File: config.mk
export PLATFORM = sky130hd
export DESIGN_NAME = uart_link
export DESIGN_NICKNAME = d
export VERILOG_FILES = /design/src/verilog/uart_frame_pkg.sv /design/src/verilog/uart_status_pkg.sv /design/src/verilog/baud_gen.sv /design/src/verilog/uart_fifo.sv /design/src/verilog/uart_tx.sv /design/src/verilog/uart_rx.sv /design/src/verilog/uart_status.sv /design/src/verilog/uart_link.sv
export VERILOG_INCLUDE_DIRS = /design/src /design/src/verilog
export SDC_FILE = /design/constraint.sdc
export NUM_CORES = 1
export LEC_CHECK = 0
export BUFFER_PORTS_ARGS = -buffer_cell sky130_fd_sc_hd__clkbuf_2
export CORE_ASPECT_RATIO = 0.6
export CORE_MARGIN = 1.5
export CORE_UTILIZATION = 60
export CTS_CLUSTER_SIZE = 28
export DETAILED_ROUTE_END_ITERATION = 8
export HOLD_SLACK_MARGIN = 0.05
export PLACE_DENSITY = 0.75
export SYNTH_ARGS = -nofsm -noshare
export SYNTH_HDL_FRONTEND = slang
export SYNTH_HIERARCHICAL = 1
export SYNTH_SLANG_ARGS = --single-unit
export TNS_END_PERCENT = 100
File: constraint.sdc
create_clock -name clk -period 3.35 [get_ports clk]
set_clock_uncertainty 0.15 [all_clocks]
set_input_delay 0 -clock clk [delete_from_list [all_inputs] [get_ports clk]]
set_output_delay 0 -clock clk [all_outputs]
set_load 0.02 [all_outputs]
File: src/verilog/uart_macros.svh
`ifndef UART_MACROS_SVH
`define UART_MACROS_SVH

////////////////////
// frame format
////////////////////
`define UART_DATA_BITS 8 // data bits per frame

////////////////////
// timing
////////////////////
`define UART_CLKS_PER_TICK 4 // clk cycles per oversample tick
`define UART_OVERSAMPLE 16 // ticks per bit, 64 clk per bit in this build

////////////////////
// queues
////////////////////
`define UART_TX_DEPTH 4 // power of two
`define UART_RX_DEPTH 4 // power of two

`endif

File: src/verilog/uart_frame_pkg.sv
`default_nettype none

`include "uart_macros.svh"

package uart_frame_pkg;

	// one data byte
	typedef logic [`UART_DATA_BITS-1:0] data_t;

	// received word
	// msb is the frame error flag, the rest is the data byte
	typedef logic [`UART_DATA_BITS:0] rx_word_t;

	// transmit path
	typedef enum logic [1:0] {
		TX_IDLE, // line high, waiting on queue
		TX_START, // start bit low
		TX_DATA, // data bits lsb first
		TX_STOP // stop bit high
	} tx_state_t;

	// receive path
	typedef enum logic [1:0] {
		RX_IDLE, // waiting for falling edge
		RX_START, // checking start bit middle
		RX_DATA, // sampling data bits
		RX_STOP // checking stop bit
	} rx_state_t;

endpackage

`default_nettype wire

File: src/verilog/uart_status_pkg.sv
`default_nettype none

package uart_status_pkg;

	// sticky error flags
	typedef logic [1:0] err_vec_t;

	// bit positions in err_vec_t
	parameter int ERR_FRAME = 0; // stop bit seen low
	parameter int ERR_OVERRUN = 1; // word lost, rx queue full

	// a word is dropped only on overrun
	// its frame error still counts
	// both flags clear together on clear_err

endpackage

`default_nettype wire

File: src/verilog/baud_gen.sv
`default_nettype none
`timescale 1ns/1ns

`include "uart_macros.svh"

// oversample tick for both serial paths
// used as a clock enable, never as a clock
module baud_gen (
	input  logic clk,
	input  logic rst,
	output logic tick
);

	localparam int CW = $clog2(`UART_CLKS_PER_TICK);

	logic [CW-1:0] cnt; // clk cycles within one tick

	always_ff @(posedge clk or posedge rst) begin
		if (rst) begin
			cnt <= '0;
			tick <= 1'b0;
		end else begin
			tick <= 1'b0; // one cycle pulse
			if (cnt == CW'(`UART_CLKS_PER_TICK - 1)) begin
				cnt <= '0; // wrap
				tick <= 1'b1;
			end else begin
				cnt <= cnt + 1'b1;
			end
		end
	end

endmodule

`default_nettype wire

File: src/verilog/uart_fifo.sv
`default_nettype none
`timescale 1ns/1ns

// circular buffer shared by both queues
// head word is visible on rdata whenever empty is low
module uart_fifo #(
	parameter type payload_t = uart_frame_pkg::data_t,
	parameter int DEPTH = 4 // power of two
) (
	input  logic     clk,
	input  logic     rst,
	input  logic     push,
	input  logic     pop,
	input  payload_t wdata,
	output payload_t rdata,
	output logic     full,
	output logic     empty
);

	localparam int AW = (DEPTH > 1) ? $clog2(DEPTH) : 1;

	payload_t mem [DEPTH]; // storage
	logic [AW-1:0] wr_ptr;
	logic [AW-1:0] rd_ptr;
	logic [AW:0] count; // occupancy, 0 to DEPTH
	logic do_push;
	logic do_pop;

	assign full = (count == (AW+1)'(DEPTH));
	assign empty = (count == '0);
	assign do_push = push && !full; // push while full is dropped
	assign do_pop = pop && !empty; // pop while empty is ignored

	assign rdata = mem[rd_ptr]; // head of queue

	////////////////////
	// pointers and count
	////////////////////
	always_ff @(posedge clk or posedge rst) begin
		if (rst) begin
			wr_ptr <= '0;
			rd_ptr <= '0;
			count <= '0;
		end else begin
			if (do_push)
				wr_ptr <= wr_ptr + 1'b1; // wraps at DEPTH
			if (do_pop)
				rd_ptr <= rd_ptr + 1'b1;
			case ({do_push, do_pop})
				2'b10: count <= count + 1'b1;
				2'b01: count <= count - 1'b1;
				default: count <= count; // both or none
			endcase
		end
	end

	////////////////////
	// storage
	////////////////////
	always_ff @(posedge clk) begin
		if (do_push)
			mem[wr_ptr] <= wdata;
	end

endmodule

`default_nettype wire

File: src/verilog/uart_tx.sv
`default_nettype none
`timescale 1ns/1ns

`include "uart_macros.svh"

// transmit serializer
// start bit, data lsb first, stop bit
module uart_tx (
	input  logic                  clk,
	input  logic                  rst,
	input  logic                  tick,
	input  logic                  q_empty,
	input  uart_frame_pkg::data_t q_data,
	output logic                  q_pop,
	output logic                  txd,
	output logic                  busy
);

	localparam int TW = $clog2(`UART_OVERSAMPLE);
	localparam int BW = $clog2(`UART_DATA_BITS);

	uart_frame_pkg::tx_state_t state;
	uart_frame_pkg::data_t shreg; // byte being sent, shifts right
	logic [TW-1:0] tick_cnt; // ticks within current bit
	logic [BW-1:0] bit_cnt; // data bits sent
	logic tick_hit; // last tick of a bit
	logic bit_hit; // last data bit

	assign tick_hit = (tick_cnt == TW'(`UART_OVERSAMPLE - 1));
	assign bit_hit = (bit_cnt == BW'(`UART_DATA_BITS - 1));

	// pop only from idle
	assign q_pop = (state == uart_frame_pkg::TX_IDLE) && !q_empty;

	////////////////////
	// control fsm
	////////////////////
	always_ff @(posedge clk or posedge rst) begin
		if (rst) begin
			state <= uart_frame_pkg::TX_IDLE;
			tick_cnt <= '0;
			bit_cnt <= '0;
			txd <= 1'b1; // line idles high
			busy <= 1'b0;
		end else begin
			case (state)
				uart_frame_pkg::TX_IDLE: begin
					txd <= 1'b1;
					tick_cnt <= '0;
					bit_cnt <= '0;
					busy <= !q_empty; // stays high across back-to-back frames
					if (!q_empty)
						state <= uart_frame_pkg::TX_START; // start bit on next tick
				end
				uart_frame_pkg::TX_START: if (tick) begin
					txd <= 1'b0;
					tick_cnt <= tick_cnt + 1'b1; // wraps after 16
					if (tick_hit)
						state <= uart_frame_pkg::TX_DATA;
				end
				uart_frame_pkg::TX_DATA: if (tick) begin
					txd <= shreg[0];
					tick_cnt <= tick_cnt + 1'b1;
					if (tick_hit) begin
						bit_cnt <= bit_cnt + 1'b1;
						if (bit_hit)
							state <= uart_frame_pkg::TX_STOP;
					end
				end
				uart_frame_pkg::TX_STOP: if (tick) begin
					txd <= 1'b1;
					tick_cnt <= tick_cnt + 1'b1;
					// next start bit can begin right on the following tick
					if (tick_hit)
						state <= uart_frame_pkg::TX_IDLE;
				end
				default: state <= uart_frame_pkg::TX_IDLE;
			endcase
		end
	end

	// shift register, loaded on pop
	always_ff @(posedge clk) begin
		if (q_pop)
			shreg <= q_data;
		else if (state == uart_frame_pkg::TX_DATA && tick && tick_hit)
			shreg <= shreg >> 1; // next bit to lsb
	end

endmodule

`default_nettype wire

File: src/verilog/uart_rx.sv
`default_nettype none
`timescale 1ns/1ns

`include "uart_macros.svh"

// receive deserializer
// samples rxd at the middle of each bit
module uart_rx (
	input  logic                     clk,
	input  logic                     rst,
	input  logic                     tick,
	input  logic                     rxd,
	output logic                     done,
	output uart_frame_pkg::rx_word_t word
);

	localparam int TW = $clog2(`UART_OVERSAMPLE);
	localparam int BW = $clog2(`UART_DATA_BITS);
	localparam int HALF = `UART_OVERSAMPLE / 2; // ticks to bit middle

	uart_frame_pkg::rx_state_t state;
	uart_frame_pkg::data_t shreg; // data bits, lsb arrives first
	logic [1:0] sync; // two-flop synchronizer
	logic rxd_s; // synchronized line
	logic rxd_q; // previous synchronized sample
	logic [TW-1:0] tick_cnt;
	logic [BW-1:0] bit_cnt;
	logic tick_hit;
	logic bit_hit;
	logic fall; // falling edge on synced line

	assign rxd_s = sync[1];
	assign fall = rxd_q && !rxd_s;
	assign tick_hit = (tick_cnt == TW'(`UART_OVERSAMPLE - 1));
	assign bit_hit = (bit_cnt == BW'(`UART_DATA_BITS - 1));

	////////////////////
	// sync and fsm
	////////////////////
	always_ff @(posedge clk or posedge rst) begin
		if (rst) begin
			sync <= 2'b11; // idle high
			rxd_q <= 1'b1;
			state <= uart_frame_pkg::RX_IDLE;
			tick_cnt <= '0;
			bit_cnt <= '0;
			done <= 1'b0;
		end else begin
			sync <= {sync[0], rxd};
			rxd_q <= rxd_s;
			done <= 1'b0; // single cycle pulse
			case (state)
				uart_frame_pkg::RX_IDLE: begin
					tick_cnt <= '0;
					bit_cnt <= '0;
					if (fall)
						state <= uart_frame_pkg::RX_START;
				end
				uart_frame_pkg::RX_START: if (tick) begin
					tick_cnt <= tick_cnt + 1'b1;
					if (tick_cnt == TW'(HALF - 1)) begin // 8th tick
						tick_cnt <= '0; // realign to bit middle
						if (rxd_s)
							state <= uart_frame_pkg::RX_IDLE; // glitch, not a start bit
						else
							state <= uart_frame_pkg::RX_DATA;
					end
				end
				uart_frame_pkg::RX_DATA: if (tick) begin
					tick_cnt <= tick_cnt + 1'b1;
					if (tick_hit) begin // middle of data bit
						bit_cnt <= bit_cnt + 1'b1;
						if (bit_hit)
							state <= uart_frame_pkg::RX_STOP;
					end
				end
				uart_frame_pkg::RX_STOP: if (tick) begin
					tick_cnt <= tick_cnt + 1'b1;
					if (tick_hit) begin // middle of stop bit
						done <= 1'b1;
						state <= uart_frame_pkg::RX_IDLE;
					end
				end
				default: state <= uart_frame_pkg::RX_IDLE;
			endcase
		end
	end

	// data path
	always_ff @(posedge clk) begin
		if (state == uart_frame_pkg::RX_DATA && tick && tick_hit)
			shreg <= {rxd_s, shreg[`UART_DATA_BITS-1:1]}; // shift in from top
		if (state == uart_frame_pkg::RX_STOP && tick && tick_hit)
			word <= {!rxd_s, shreg}; // low stop bit is a frame error
	end

endmodule

`default_nettype wire

File: src/verilog/uart_status.sv
`default_nettype none
`timescale 1ns/1ns

`include "uart_macros.svh"

// receive side bookkeeping
// push or drop, sticky errors, interrupt level
module uart_status (
	input  logic                     clk,
	input  logic                     rst,
	input  logic                     rx_done,
	input  uart_frame_pkg::rx_word_t rx_word,
	input  logic                     q_full,
	input  logic                     q_empty,
	input  logic                     clear_err,
	output logic                     push,
	output uart_frame_pkg::rx_word_t push_word,
	output uart_status_pkg::err_vec_t err,
	output logic                     irq
);

	uart_status_pkg::err_vec_t err_set;
	uart_status_pkg::err_vec_t err_next;
	logic push_next;

	assign push_next = rx_done && !q_full; // drop on overrun

	always_comb begin
		err_set = '0;
		err_set[uart_status_pkg::ERR_OVERRUN] = rx_done && q_full;
		err_set[uart_status_pkg::ERR_FRAME] = rx_done && rx_word[`UART_DATA_BITS];
		err_next = (clear_err ? '0 : err) | err_set; // set wins over clear
	end

	always_ff @(posedge clk or posedge rst) begin
		if (rst) begin
			push <= 1'b0;
			err <= '0;
			irq <= 1'b0;
		end else begin
			push <= push_next;
			err <= err_next;
			// push and push_next cover the cycles before the queue shows the word
			irq <= !q_empty || push || push_next || (|err_next);
		end
	end

	// payload
	always_ff @(posedge clk) begin
		if (rx_done)
			push_word <= rx_word;
	end

endmodule

`default_nettype wire

File: src/verilog/uart_link.sv
`default_nettype none
`timescale 1ns/1ns

`include "uart_macros.svh"

// full duplex uart link
module uart_link (
	input  logic                      clk,
	input  logic                      rst,
	input  logic                      tx_write,
	input  uart_frame_pkg::data_t     tx_data,
	output logic                      tx_full,
	output logic                      txd,
	output logic                      tx_busy,
	input  logic                      rxd,
	input  logic                      rx_read,
	output uart_frame_pkg::data_t     rx_data,
	output logic                      rx_frame_err,
	output logic                      rx_empty,
	output uart_status_pkg::err_vec_t err,
	output logic                      irq,
	input  logic                      clear_err
);

	logic tick; // shared oversample enable
	logic tx_q_empty;
	uart_frame_pkg::data_t tx_q_data;
	logic tx_pop;
	logic rx_done;
	uart_frame_pkg::rx_word_t rx_word;
	logic rx_push;
	uart_frame_pkg::rx_word_t rx_push_word;
	logic rx_q_full;
	uart_frame_pkg::rx_word_t rx_head; // head of rx queue

	assign rx_data = rx_head[`UART_DATA_BITS-1:0];
	assign rx_frame_err = rx_head[`UART_DATA_BITS];

	baud_gen baud_gen (.clk(clk), .rst(rst), .tick(tick));

	////////////////////
	// transmit path
	////////////////////
	uart_fifo #(
		.payload_t(uart_frame_pkg::data_t),
		.DEPTH(`UART_TX_DEPTH)
	) tx_queue (
		.clk(clk), .rst(rst),
		.push(tx_write), .pop(tx_pop),
		.wdata(tx_data), .rdata(tx_q_data),
		.full(tx_full), .empty(tx_q_empty)
	);

	uart_tx uart_tx (
		.clk(clk), .rst(rst), .tick(tick),
		.q_empty(tx_q_empty), .q_data(tx_q_data), .q_pop(tx_pop),
		.txd(txd), .busy(tx_busy)
	);

	////////////////////
	// receive path
	////////////////////
	uart_rx uart_rx (
		.clk(clk), .rst(rst), .tick(tick), .rxd(rxd),
		.done(rx_done), .word(rx_word)
	);

	uart_status uart_status (
		.clk(clk), .rst(rst),
		.rx_done(rx_done), .rx_word(rx_word),
		.q_full(rx_q_full), .q_empty(rx_empty), .clear_err(clear_err),
		.push(rx_push), .push_word(rx_push_word),
		.err(err), .irq(irq)
	);

	uart_fifo #(
		.payload_t(uart_frame_pkg::rx_word_t),
		.DEPTH(`UART_RX_DEPTH)
	) rx_queue (
		.clk(clk), .rst(rst),
		.push(rx_push), .pop(rx_read),
		.wdata(rx_push_word), .rdata(rx_head),
		.full(rx_q_full), .empty(rx_empty)
	);

endmodule

`default_nettype wire

Yosys cells after proc, flatten, opt, wreduce, memory -nomap -nowiden. Memory sizes are Yosys's and may differ from the RTL's. Index checks and enable logic that the tools add are counted.

Memories: 2. Latch bits: 0. Bits in read-only memories: 0. Flip-flop bits (word level): 79. Word-level logic and storage cells: 168. RAM bits: 68. Output and inout port bits: 16. Bits of input ports: 14.

Memories: rx_queue.mem (words 4, bits a word 9, read ports 1, clocked after Yosys merged registers in 0, write ports 1, line uart_fifo.sv:22) `payload_t mem [DEPTH];`; tx_queue.mem (words 4, bits a word 8, read ports 1, clocked after Yosys merged registers in 0, write ports 1, line uart_fifo.sv:22).

Bitwise gates (word level): 1. $lt $le $gt $ge: 0. Div/mod/pow operators: 0. Multiplexer cells: 49. Reductions and logical operators: 41. Shifts and indexed selects: 0. $mul: 0. Equality and inequality tests: 36. Add/sub/neg operators: 13.

Operator list (number): two-way mux 2 bit (19); one-hot mux 3 bit (2 select lines) (4); != test 2 x 1 -> 1 bit (second input constant) (11); two-way mux 4 bit (4); two-way mux 8 bit (2); one-hot mux 2 bit (4 select lines) (2); AND reduction 8 bit (2); logical AND 1 bit (15); equality test 2 bit (second input constant) (7); != test 2 bit (second input constant) (7); adder 3 x 1 -> 3 bit (second input constant) (4); equality test 3 bit (second input constant) (4); two-way mux 3 bit (4); one-hot mux 4 bit (3 select lines) (1); two-way mux 1 bit (11); adder 2 x 1 -> 2 bit (second input constant) (5); nonzero test 2 bit (5); AND reduction 3 bit (3); adder 4 x 1 -> 4 bit (second input constant) (2); equality test 2 x 1 -> 1 bit (second input constant) (4); equality test 4 bit (second input constant) (2); one-hot mux 4 bit (2 select lines) (1); logical NOT 3 bit (2); subtractor 3 x 1 -> 3 bit (second input constant) (2); other kinds (9) (17).

Depth between registers and ports, before layout. Gate-level depths: netlist of run 1.

Depth after elaboration: 6. Depth in mapped cells: 11. Gate-level depth less buffers: 10.

Modules after synthesis. Netlist of run 1, hierarchy kept.

Modules (own cells, without submodules): uart_fifo (rx_queue) (instances 1, sequential area each 1256.2 µm², cells an instance 85, area an instance 1742.9 µm²); uart_fifo (tx_queue) (instances 1, sequential area each 1136.1 µm², cells an instance 80, area an instance 1596.5 µm²); uart_rx (instances 1, sequential area each 839.6 µm², cells an instance 75, area an instance 1158.6 µm²); uart_tx (instances 1, sequential area each 516.7 µm², cells an instance 80, area an instance 1006.0 µm²); uart_status (instances 1, sequential area each 370.4 µm², cells an instance 24, area an instance 430.4 µm²); baud_gen (instances 1, sequential area each 75.1 µm², cells an instance 6, area an instance 95.1 µm²).

Least setup slack after synthesis of run 1. OpenSTA, ideal clock, no wires.

Path kind: reg-to-reg. From: register uart_tx.state[0]. To: register tx_queue.count[2]. Data required time: 3121 ps. Period minus slack after synthesis: 2487 ps. Path slack: 863 ps. Arrival time: 2258 ps. Buffers on the path: 1. Setup time: 79 ps. Cell stages (with the launch flop): 12. Path through: dfrtp_1 -> inv_1 -> ha_1 -> nor2b_1 -> buf_2 -> o31a_2 -> ha_1 -> inv_1 -> fa_1 -> xor2_1 -> nor2_1 -> xor2_1.

Longest elaborated chain between the ends: 5. Elaborated cells between the ends (all ways): 7. Those cells by class: 2 x eq/ne; 1 x mux; 4 x reduce/logical.

RTL lines: start: declaration (line uart_tx.sv:22) `uart_frame_pkg::tx_state_t state;`; start signal: assignment (line uart_tx.sv:40) `state <= uart_frame_pkg::TX_IDLE;`; start signal: assignment (line uart_tx.sv:53) `state <= uart_frame_pkg::TX_START;`; start signal: assignment (line uart_tx.sv:59) `state <= uart_frame_pkg::TX_DATA;`; logical NOT 2 bit (*) (line uart_tx.sv:33) `assign q_pop = (state == uart_frame_pkg::TX_IDLE) && !q_empty;`; logical AND 1 bit (*) (line uart_tx.sv:33); via tx_pop (line uart_link.sv:28) `logic tx_pop;`; logical AND 1 bit (*) (line uart_fifo.sv:32) `assign do_pop = pop && !empty;`; via tx_queue.do_pop (line uart_fifo.sv:27) `logic do_pop;`; equality test 2 x 1 -> 1 bit or equality test 2 bit (tied branches) (line uart_fifo.sv:49) `case ({do_push, do_pop})`; one-hot mux 3 bit (2 select lines) or nonzero test 2 bit (tied branches); end signal: assignment (line uart_fifo.sv:50) `2'b10: count <= count + 1'b1;`; end signal: assignment (line uart_fifo.sv:51) `2'b01: count <= count - 1'b1;`; end signal: assignment (line uart_fifo.sv:52) `default: count <= count;`; end: declaration (line uart_fifo.sv:25) `logic [AW:0] count;`.

Mark *: on every way through the listed nets, which the timed path passes. The rest lies on a longest branch. A chain may end at the register's enable or synchronous reset.

Worst setup path after layout of run 1. Ends and elaborated chain as after synthesis.

==> flow_metrics.py, run 1 <==
metrics = {
    "place": {
        "postPlaceCellArea_sq_mm": 0.006305,
        "gp_congestion": 0.7412,
        "port_buffers": 29,
        "dp_hpwl_um": 6882,
    },
    "setup_path": {
        "start_kind": "register",
        "worstPathRequired_ns": 3.54,
        "critPathCaptureType": "register",
        "r2r_start": "uart_tx/state[0]",
        "crit_arrival_ns": 2.89,
        "worst-setup-path-type": "reg -> reg",
        "path_max_fanout": 10,
        "cp-startpoint": "uart_tx/state[0]",
    },
    "logic_synthesis": {
        "syn_area_sq_mm": 0.006030,
        "synth_cell_type_count": 51,
        "syn_area_per_cell_sq_um": 17.23,
        "synthFlopType": "edfxtp_1",
        "synth_edf_count": 102,
        "async_flop_share": 0.3061,
        "postSynthNetCount": 390,
        "ys_seq_area_frac": 0.6956,
        "syn-instance-count": 350,
        "ys_warn_count": 6,
        "ys_ff_latch": 147,
    },
    "final_layout": {
        "stdcell_area_sq_mm": 0.007049,
        "final_cell_mix": "edfxtp_1 (102), dfrtp_1 (41), clkbuf_2 (29)",
        "nNetsFinal": 447,
        "layout-drive-gt1-share": 0.2810,
        "fill_cells": 628,
        "area_delta_synth_final_pct": 16.91,
        "final_common_cell": "edfxtp_1",
        "n_antenna_cell": 0,
    },
    "clock_tree": {
        "clock_latency_ns": 0.42,
        "cts_buffers": 17,
        "clk_pin_slew_ns": 0.06,
        "cts.sinks": 147,
        "post_cts_buffers": 0,
        "post_cts_resized": 0,
        "htreeDepth": 4,
        "cts_tree": "built",
        "cts-root-buf": "clkbuf_16",
        "cts_hold_buf": 16,
        "ctsLongestPathBuffers": 2,
    },
    "floorplan": {
        "start_util": 0.6147,
        "die_h_um": 80.65,
        "fp.coreArea_sq_mm": 0.009809,
        "die_area_sq_mm": 0.01068,
        "rows": 28,
        "die_x_um": 132.4,
        "pin_count": 30,
    },
    "pwr": {
        "power_density_mw_per_mm2": 836.8,
        "ir_drop_uv": 481.9,
        "p_leak_nw": 2.712,
    },
    "timing": {
        "hold_viol_final": 0,
        "worstMarginPinSlew_ns": 0.6982,
        "finalMaxSlewViolations": 0,
        "rsz0062_at_grt": "no",
        "maxSlewHeadroom": 0.5325,
        "fin_crit_ns": 2.708,
        "max_freq_ghz": 0.3693,
        "setup_tns_ns": 0,
        "finalSetupViolCount": 0,
        "timing.final.crit_share": 0.8084,
    },
    "hold_path": {
        "hp-start": "tx_data[6]",
        "worstHoldPathType": "in -> reg",
    },
    "route": {
        "ant_nets": 0,
        "drt-pass1-iter-count": 5,
        "drcViolationCount": 0,
        "routed_via_density": 5.492,
        "wirelength_um": 10590,
        "vias": 3048,
        "drt-initial-drc-count": 230,
        "avgRoutedWirePerCell_um": 19.07,
    },
    "grt": {
        "gr-total-overflow": 0,
        "grt_pass1_wl_um": 17070,
        "grt_max_degree": 17,
        "grt_pass1_vias": 3218,
        "groute.usage.overall": 0.2244,
        "antenna_found_initial": 0,
    },
    "job": {
        "drv_cap": 0,
    },
    "run_status": {
        "outcome": "finished clean",
    },
}
registers in the layout (all words and copies together) (netlist names), 3 cells and up, named ones only:
name                   count
uart_rx/shreg              8
tx_queue/mem              32
uart_tx/bit_cnt            3
uart_tx/tick_cnt           4
uart_rx/tick_cnt           4
uart_rx/bit_cnt            3
rx_queue/count             3
uart_status/push_word      9
uart_tx/shreg              8
tx_queue/count             3
uart_rx/word               9
rx_queue/mem              36
worst max-delay path: stages, from the launching register on:
cell and delay, ns:
dfrtp_1 0.42, inv_1 0.16, ha_1 0.31, nor2b_1 0.17
buf_4 0.19, o31a_2 0.20, ha_1 0.19, inv_1 0.06
fa_1 0.37, xor2_1 0.15, nor2_1 0.10, xor2_1 0.16
power by group:
group	internal (mW)	switching [mW]	leakage, nW
Sequential	2.27	0.338	1.48
Clock	1.10	0.740	0.276
Combinational	0.717	0.731	0.955
Yosys cell counts, drive strengths merged, types with 2 or more instances:
cell | n | area share
edfxtp | 102 | 0.51
dfrtp | 41 | 0.17
inv | 25 | 0.016
ha | 24 | 0.050
mux4 | 17 | 0.063
nor2 | 16 | 0.010
nand2 | 15 | 0.0093
mux2 | 11 | 0.023
and2 | 10 | 0.012
xor2 | 9 | 0.013
nor3 | 8 | 0.0075
xnor2 | 8 | 0.012
buf | 6 | 0.0064
mux2i | 6 | 0.010
o21ai | 6 | 0.0050
a21oi | 4 | 0.0033
dfstp | 4 | 0.017
nor2b | 4 | 0.0071
nor3b | 4 | 0.0095
a31oi | 3 | 0.0031
nand3 | 3 | 0.0025
and2b | 2 | 0.0029
clkbuf | 2 | 0.0012
fa | 2 | 0.0066
nand3b | 2 | 0.0025
nand4 | 2 | 0.0046
o31a | 2 | 0.0033
cells by family after synthesis:
group | after synthesis | synth area share
flops | 147 | 0.6956
buf+inv | 33 | 0.02324
xor+xnor | 17 | 0.02470
compound gates | 24 | 0.03175
simple gates | 69 | 0.07180
fa+ha+maj | 26 | 0.05644
mux | 34 | 0.09650
worst paths after layout:
kind / to / slack, ns / cells after the start
max: tx_queue/count[2] / 0.64 / 11
min: tx_queue/mem[3][6] / 0.19 / 2
max reg2reg: tx_queue/count[2] / 0.64 / 11
min reg2reg: uart_rx/sync[1] / 0.21 / 0
max in group asynchronous: rx_queue/count[0] / 1.63 / 5
min in group asynchronous: uart_tx/tick_cnt[0] / 0.59 / 4
through the flow:
step | instances | util | hold WS [ns] | setup WS (ns) | power [mW]
after floorplan | 350 | - | -0.3964 | 0.8626 | 3.668
after global placement | 507 | 0.6427 | -0.1963 | 0.7732 | 3.979
after detailed placement | 507 | 0.6427 | -0.1928 | 0.6799 | 4.044
after CTS | 555 | 0.7186 | 0.1737 | 0.6507 | 5.936
after global routing | 555 | 0.7186 | 0.1980 | 0.4378 | 6.180
final | 555 | 0.7186 | 0.1911 | 0.6419 | 5.899
cell type report:
| class | instances | area [sq um] | area share |
|---|---|---|---|
| well taps | 135 | 168.9 | 0.02396 |
| repair buffers | 46 | 312.8 | 0.04437 |
| clock buffers | 18 | 429.2 | 0.06088 |
| inverters | 25 | 93.84 | 0.01331 |
| flip-flops and latches | 147 | 4194 | 0.5950 |
| clock inverters | 14 | 155.1 | 0.02201 |
| multi-input cells | 170 | 1695 | 0.2405 |
layer usage:
| metal | global-route usage | wire length, um |
|---|---|---|
| met5 | 0 | 0 |
| met4 | 0.09341 | 128 |
| met3 | 0.05871 | 530 |
| met2 | 0.3377 | 4898 |
| met1 | 0.3158 | 5028 |
No activity file was read; power rests on OpenSTA's default activity.
==> run 2, diff against run 1 <==
Clock period 3.35 ns to 2.5 ns, I/O delays scaled along.
==> run 2 against run 1 <==
- via count stayed put
- first-iteration DRC count shrank 10%
- setup slack got worse by 0.48 ns
- wire length fell by 3.5%
- final area is 1.2% higher
- critical path type unchanged
- maximum frequency increased by 16%
- non-clock buffer count is 5 higher
- die area stayed put
==> flow_metrics.py, run 2 (same netlist as run 1, synthesis figures left out) <==
metrics = {
    "run_status": {
        "outcome": "finished clean",
    },
    "timing": {
        "finalMaxSlewViolations": 0,
        "setup_slack_ns": 0.1665,
        "timing.final.crit_share": 0.9334,
        "max_freq_ghz": 0.4285,
        "finalSetupViolCount": 0,
        "setup_tns_ns": 0,
        "rsz0062_at_grt": "no",
        "maxSlewHeadroom": 0.5699,
        "worstMarginPinSlew_ns": 0.6451,
        "hold_viol_final": 0,
        "fin_crit_ns": 2.334,
    },
    "setup_path": {
        "ff2ff_path_depth": 10,
        "start_kind": "register",
        "r2r_start": "uart_tx/state[1]",
        "rrSetupSlack_ns": 0.17,
        "path_max_fanout": 5,
        "crit_path_max_incr_delay_ns": 0.44,
        "crit_buf_inv": 2,
        "worst-setup-path-type": "reg -> reg",
        "path_cells": "inv_2 -> ha_1 -> nor2b_1 -> o31a_2 -> ha_1 -> inv_1 -> fa_1 -> xor2_1 -> nor2_1 -> xor2_1",
        "crit_path_top_delay_cell": "dfrtp_1",
        "cp_top_family": "adder cells",
        "critPathCaptureType": "register",
        "worstPathRequired_ns": 2.70,
        "crit_arrival_ns": 2.53,
        "cp-startpoint": "uart_tx/state[1]",
        "reg2reg_to": "tx_queue/count[2]",
    },
    "final_layout": {
        "nNetsFinal": 452,
        "post-route-util": 0.7273,
        "area_delta_synth_final_pct": 18.32,
        "final_cells": 560,
        "final_cell_mix": "edfxtp_1 (102), dfrtp_1 (41), clkbuf_2 (29)",
        "n_antenna_cell": 0,
        "max_flop_register": "rx_queue/mem",
        "final_common_cell": "edfxtp_1",
        "top_regs": "rx_queue/mem x36, tx_queue/mem x32",
        "fill_cells": 610,
        "layout-drive-gt1-share": 0.2941,
        "largest_reg_flops": 36,
    },
    "floorplan": {
        "fp.coreArea_sq_mm": 0.009809,
        "rows": 28,
        "start_util": 0.6147,
        "die_area_sq_mm": 0.01068,
        "die_x_um": 132.4,
        "die_h_um": 80.65,
        "pin_count": 30,
    },
    "clock_tree": {
        "ctsLongestPathBuffers": 2,
        "cts_buffers": 17,
        "cts.sinks": 147,
        "cts-root-buf": "clkbuf_16",
        "cts_tree": "built",
        "clk_pin_slew_ns": 0.06,
        "clock_latency_ns": 0.42,
        "htreeDepth": 4,
    },
    "grt": {
        "grt_use_met2": 0.3079,
        "busiest_layer": "met2",
        "gr-total-overflow": 0,
        "grt_util_met1": 0.3011,
        "antenna_found_initial": 0,
        "grt_pass1_wl_um": 15990,
        "globalRouteMet3Util": 0.07071,
        "groute.usage.overall": 0.2120,
        "grt_max_degree": 17,
        "grt_pass1_vias": 3047,
    },
    "route": {
        "ant_nets": 0,
        "drcViolationCount": 0,
        "routed_via_density": 5.443,
        "wirelength_um": 10220,
        "avgRoutedWirePerCell_um": 18.25,
        "drt-initial-drc-count": 206,
        "drt-pass1-iter-count": 4,
        "vias": 3048,
    },
    "pwr": {
        "power_density_mw_per_mm2": 1134,
        "ir_drop_uv": 617.8,
        "p_total_mw": 8.088,
        "p_leak_nw": 2.760,
    },
    "place": {
        "dp_hpwl_um": 6671,
        "pre_cts_slack_ns": 0.1291,
        "gp_congestion": 0.7694,
        "port_buffers": 29,
        "dpl.cell_count": 512,
    },
    "hold_path": {
        "hp-start": "tx_data[7]",
        "worstHoldPathCells": 2,
        "worstHoldPathType": "in -> reg",
        "hold_end": "tx_queue/mem[0][7]",
    },
    "job": {
        "drv_cap": 0,
    },
}
run 2: layer usage:
| layer | share of wire | vias to the layer above |
|---|---|---|
| met5 | 0 | - |
| met2 | 0.45 | 73 |
| li1 | - | 1420 |
| met3 | 0.049 | 8 |
| met1 | 0.49 | 1547 |
| met4 | 0.0092 | 0 |
run 2: where the power goes:
group | internal (mW) | leakage [nW] | switching, mW
combinational | 0.982 | 0.979 | 0.983
clock | 1.69 | 0.301 | 1.00
sequential | 3.04 | 1.48 | 0.397
total | 5.71 | 2.76 | 2.38
run 2: timing repair:
action / CTS / global route
endpoints found under the setup margin: 0 / 1
buffers inserted: 0 / 0
hold buffers: 16 / 0
endpoints found under the hold margin: 88 / 0
resized for setup: 0 / 2
run 2: metrics by stage:
stage / hold slack [ns] / instance area, sq um
2_1_floorplan: -0.3964 / 6030
3_3_place_gp: -0.1902 / 6342
3_5_place_dp: -0.1793 / 6342
4_1_cts: 0.1757 / 7134
5_1_grt: 0.1911 / 7134
6_report: 0.1924 / 7134
run 2: area by class of cell:
| type | instances | area, sq um | share of cell area |
|---|---|---|---|
| clock buffer | 18 | 429.2 | 0.06015 |
| clock inverter | 14 | 202.7 | 0.02841 |
| inverter | 25 | 93.84 | 0.01315 |
| multi-input combinational | 170 | 1695 | 0.2376 |
| sequential | 147 | 4194 | 0.5879 |
| tap | 135 | 168.9 | 0.02368 |
| timing repair buffer | 51 | 350.3 | 0.04911 |
run 2: worst max path at each step:
stage,cells past startpoint,slack [ns],end
global placement,10,0.21,tx_queue/count[2]
detailed placement,10,0.13,tx_queue/count[2]
CTS,10,0.12,tx_queue/count[2]
finish,10,0.17,tx_queue/count[2]
global route,10,0.03,tx_queue/count[2]
floorplan,11,0.01,tx_queue/count[2]
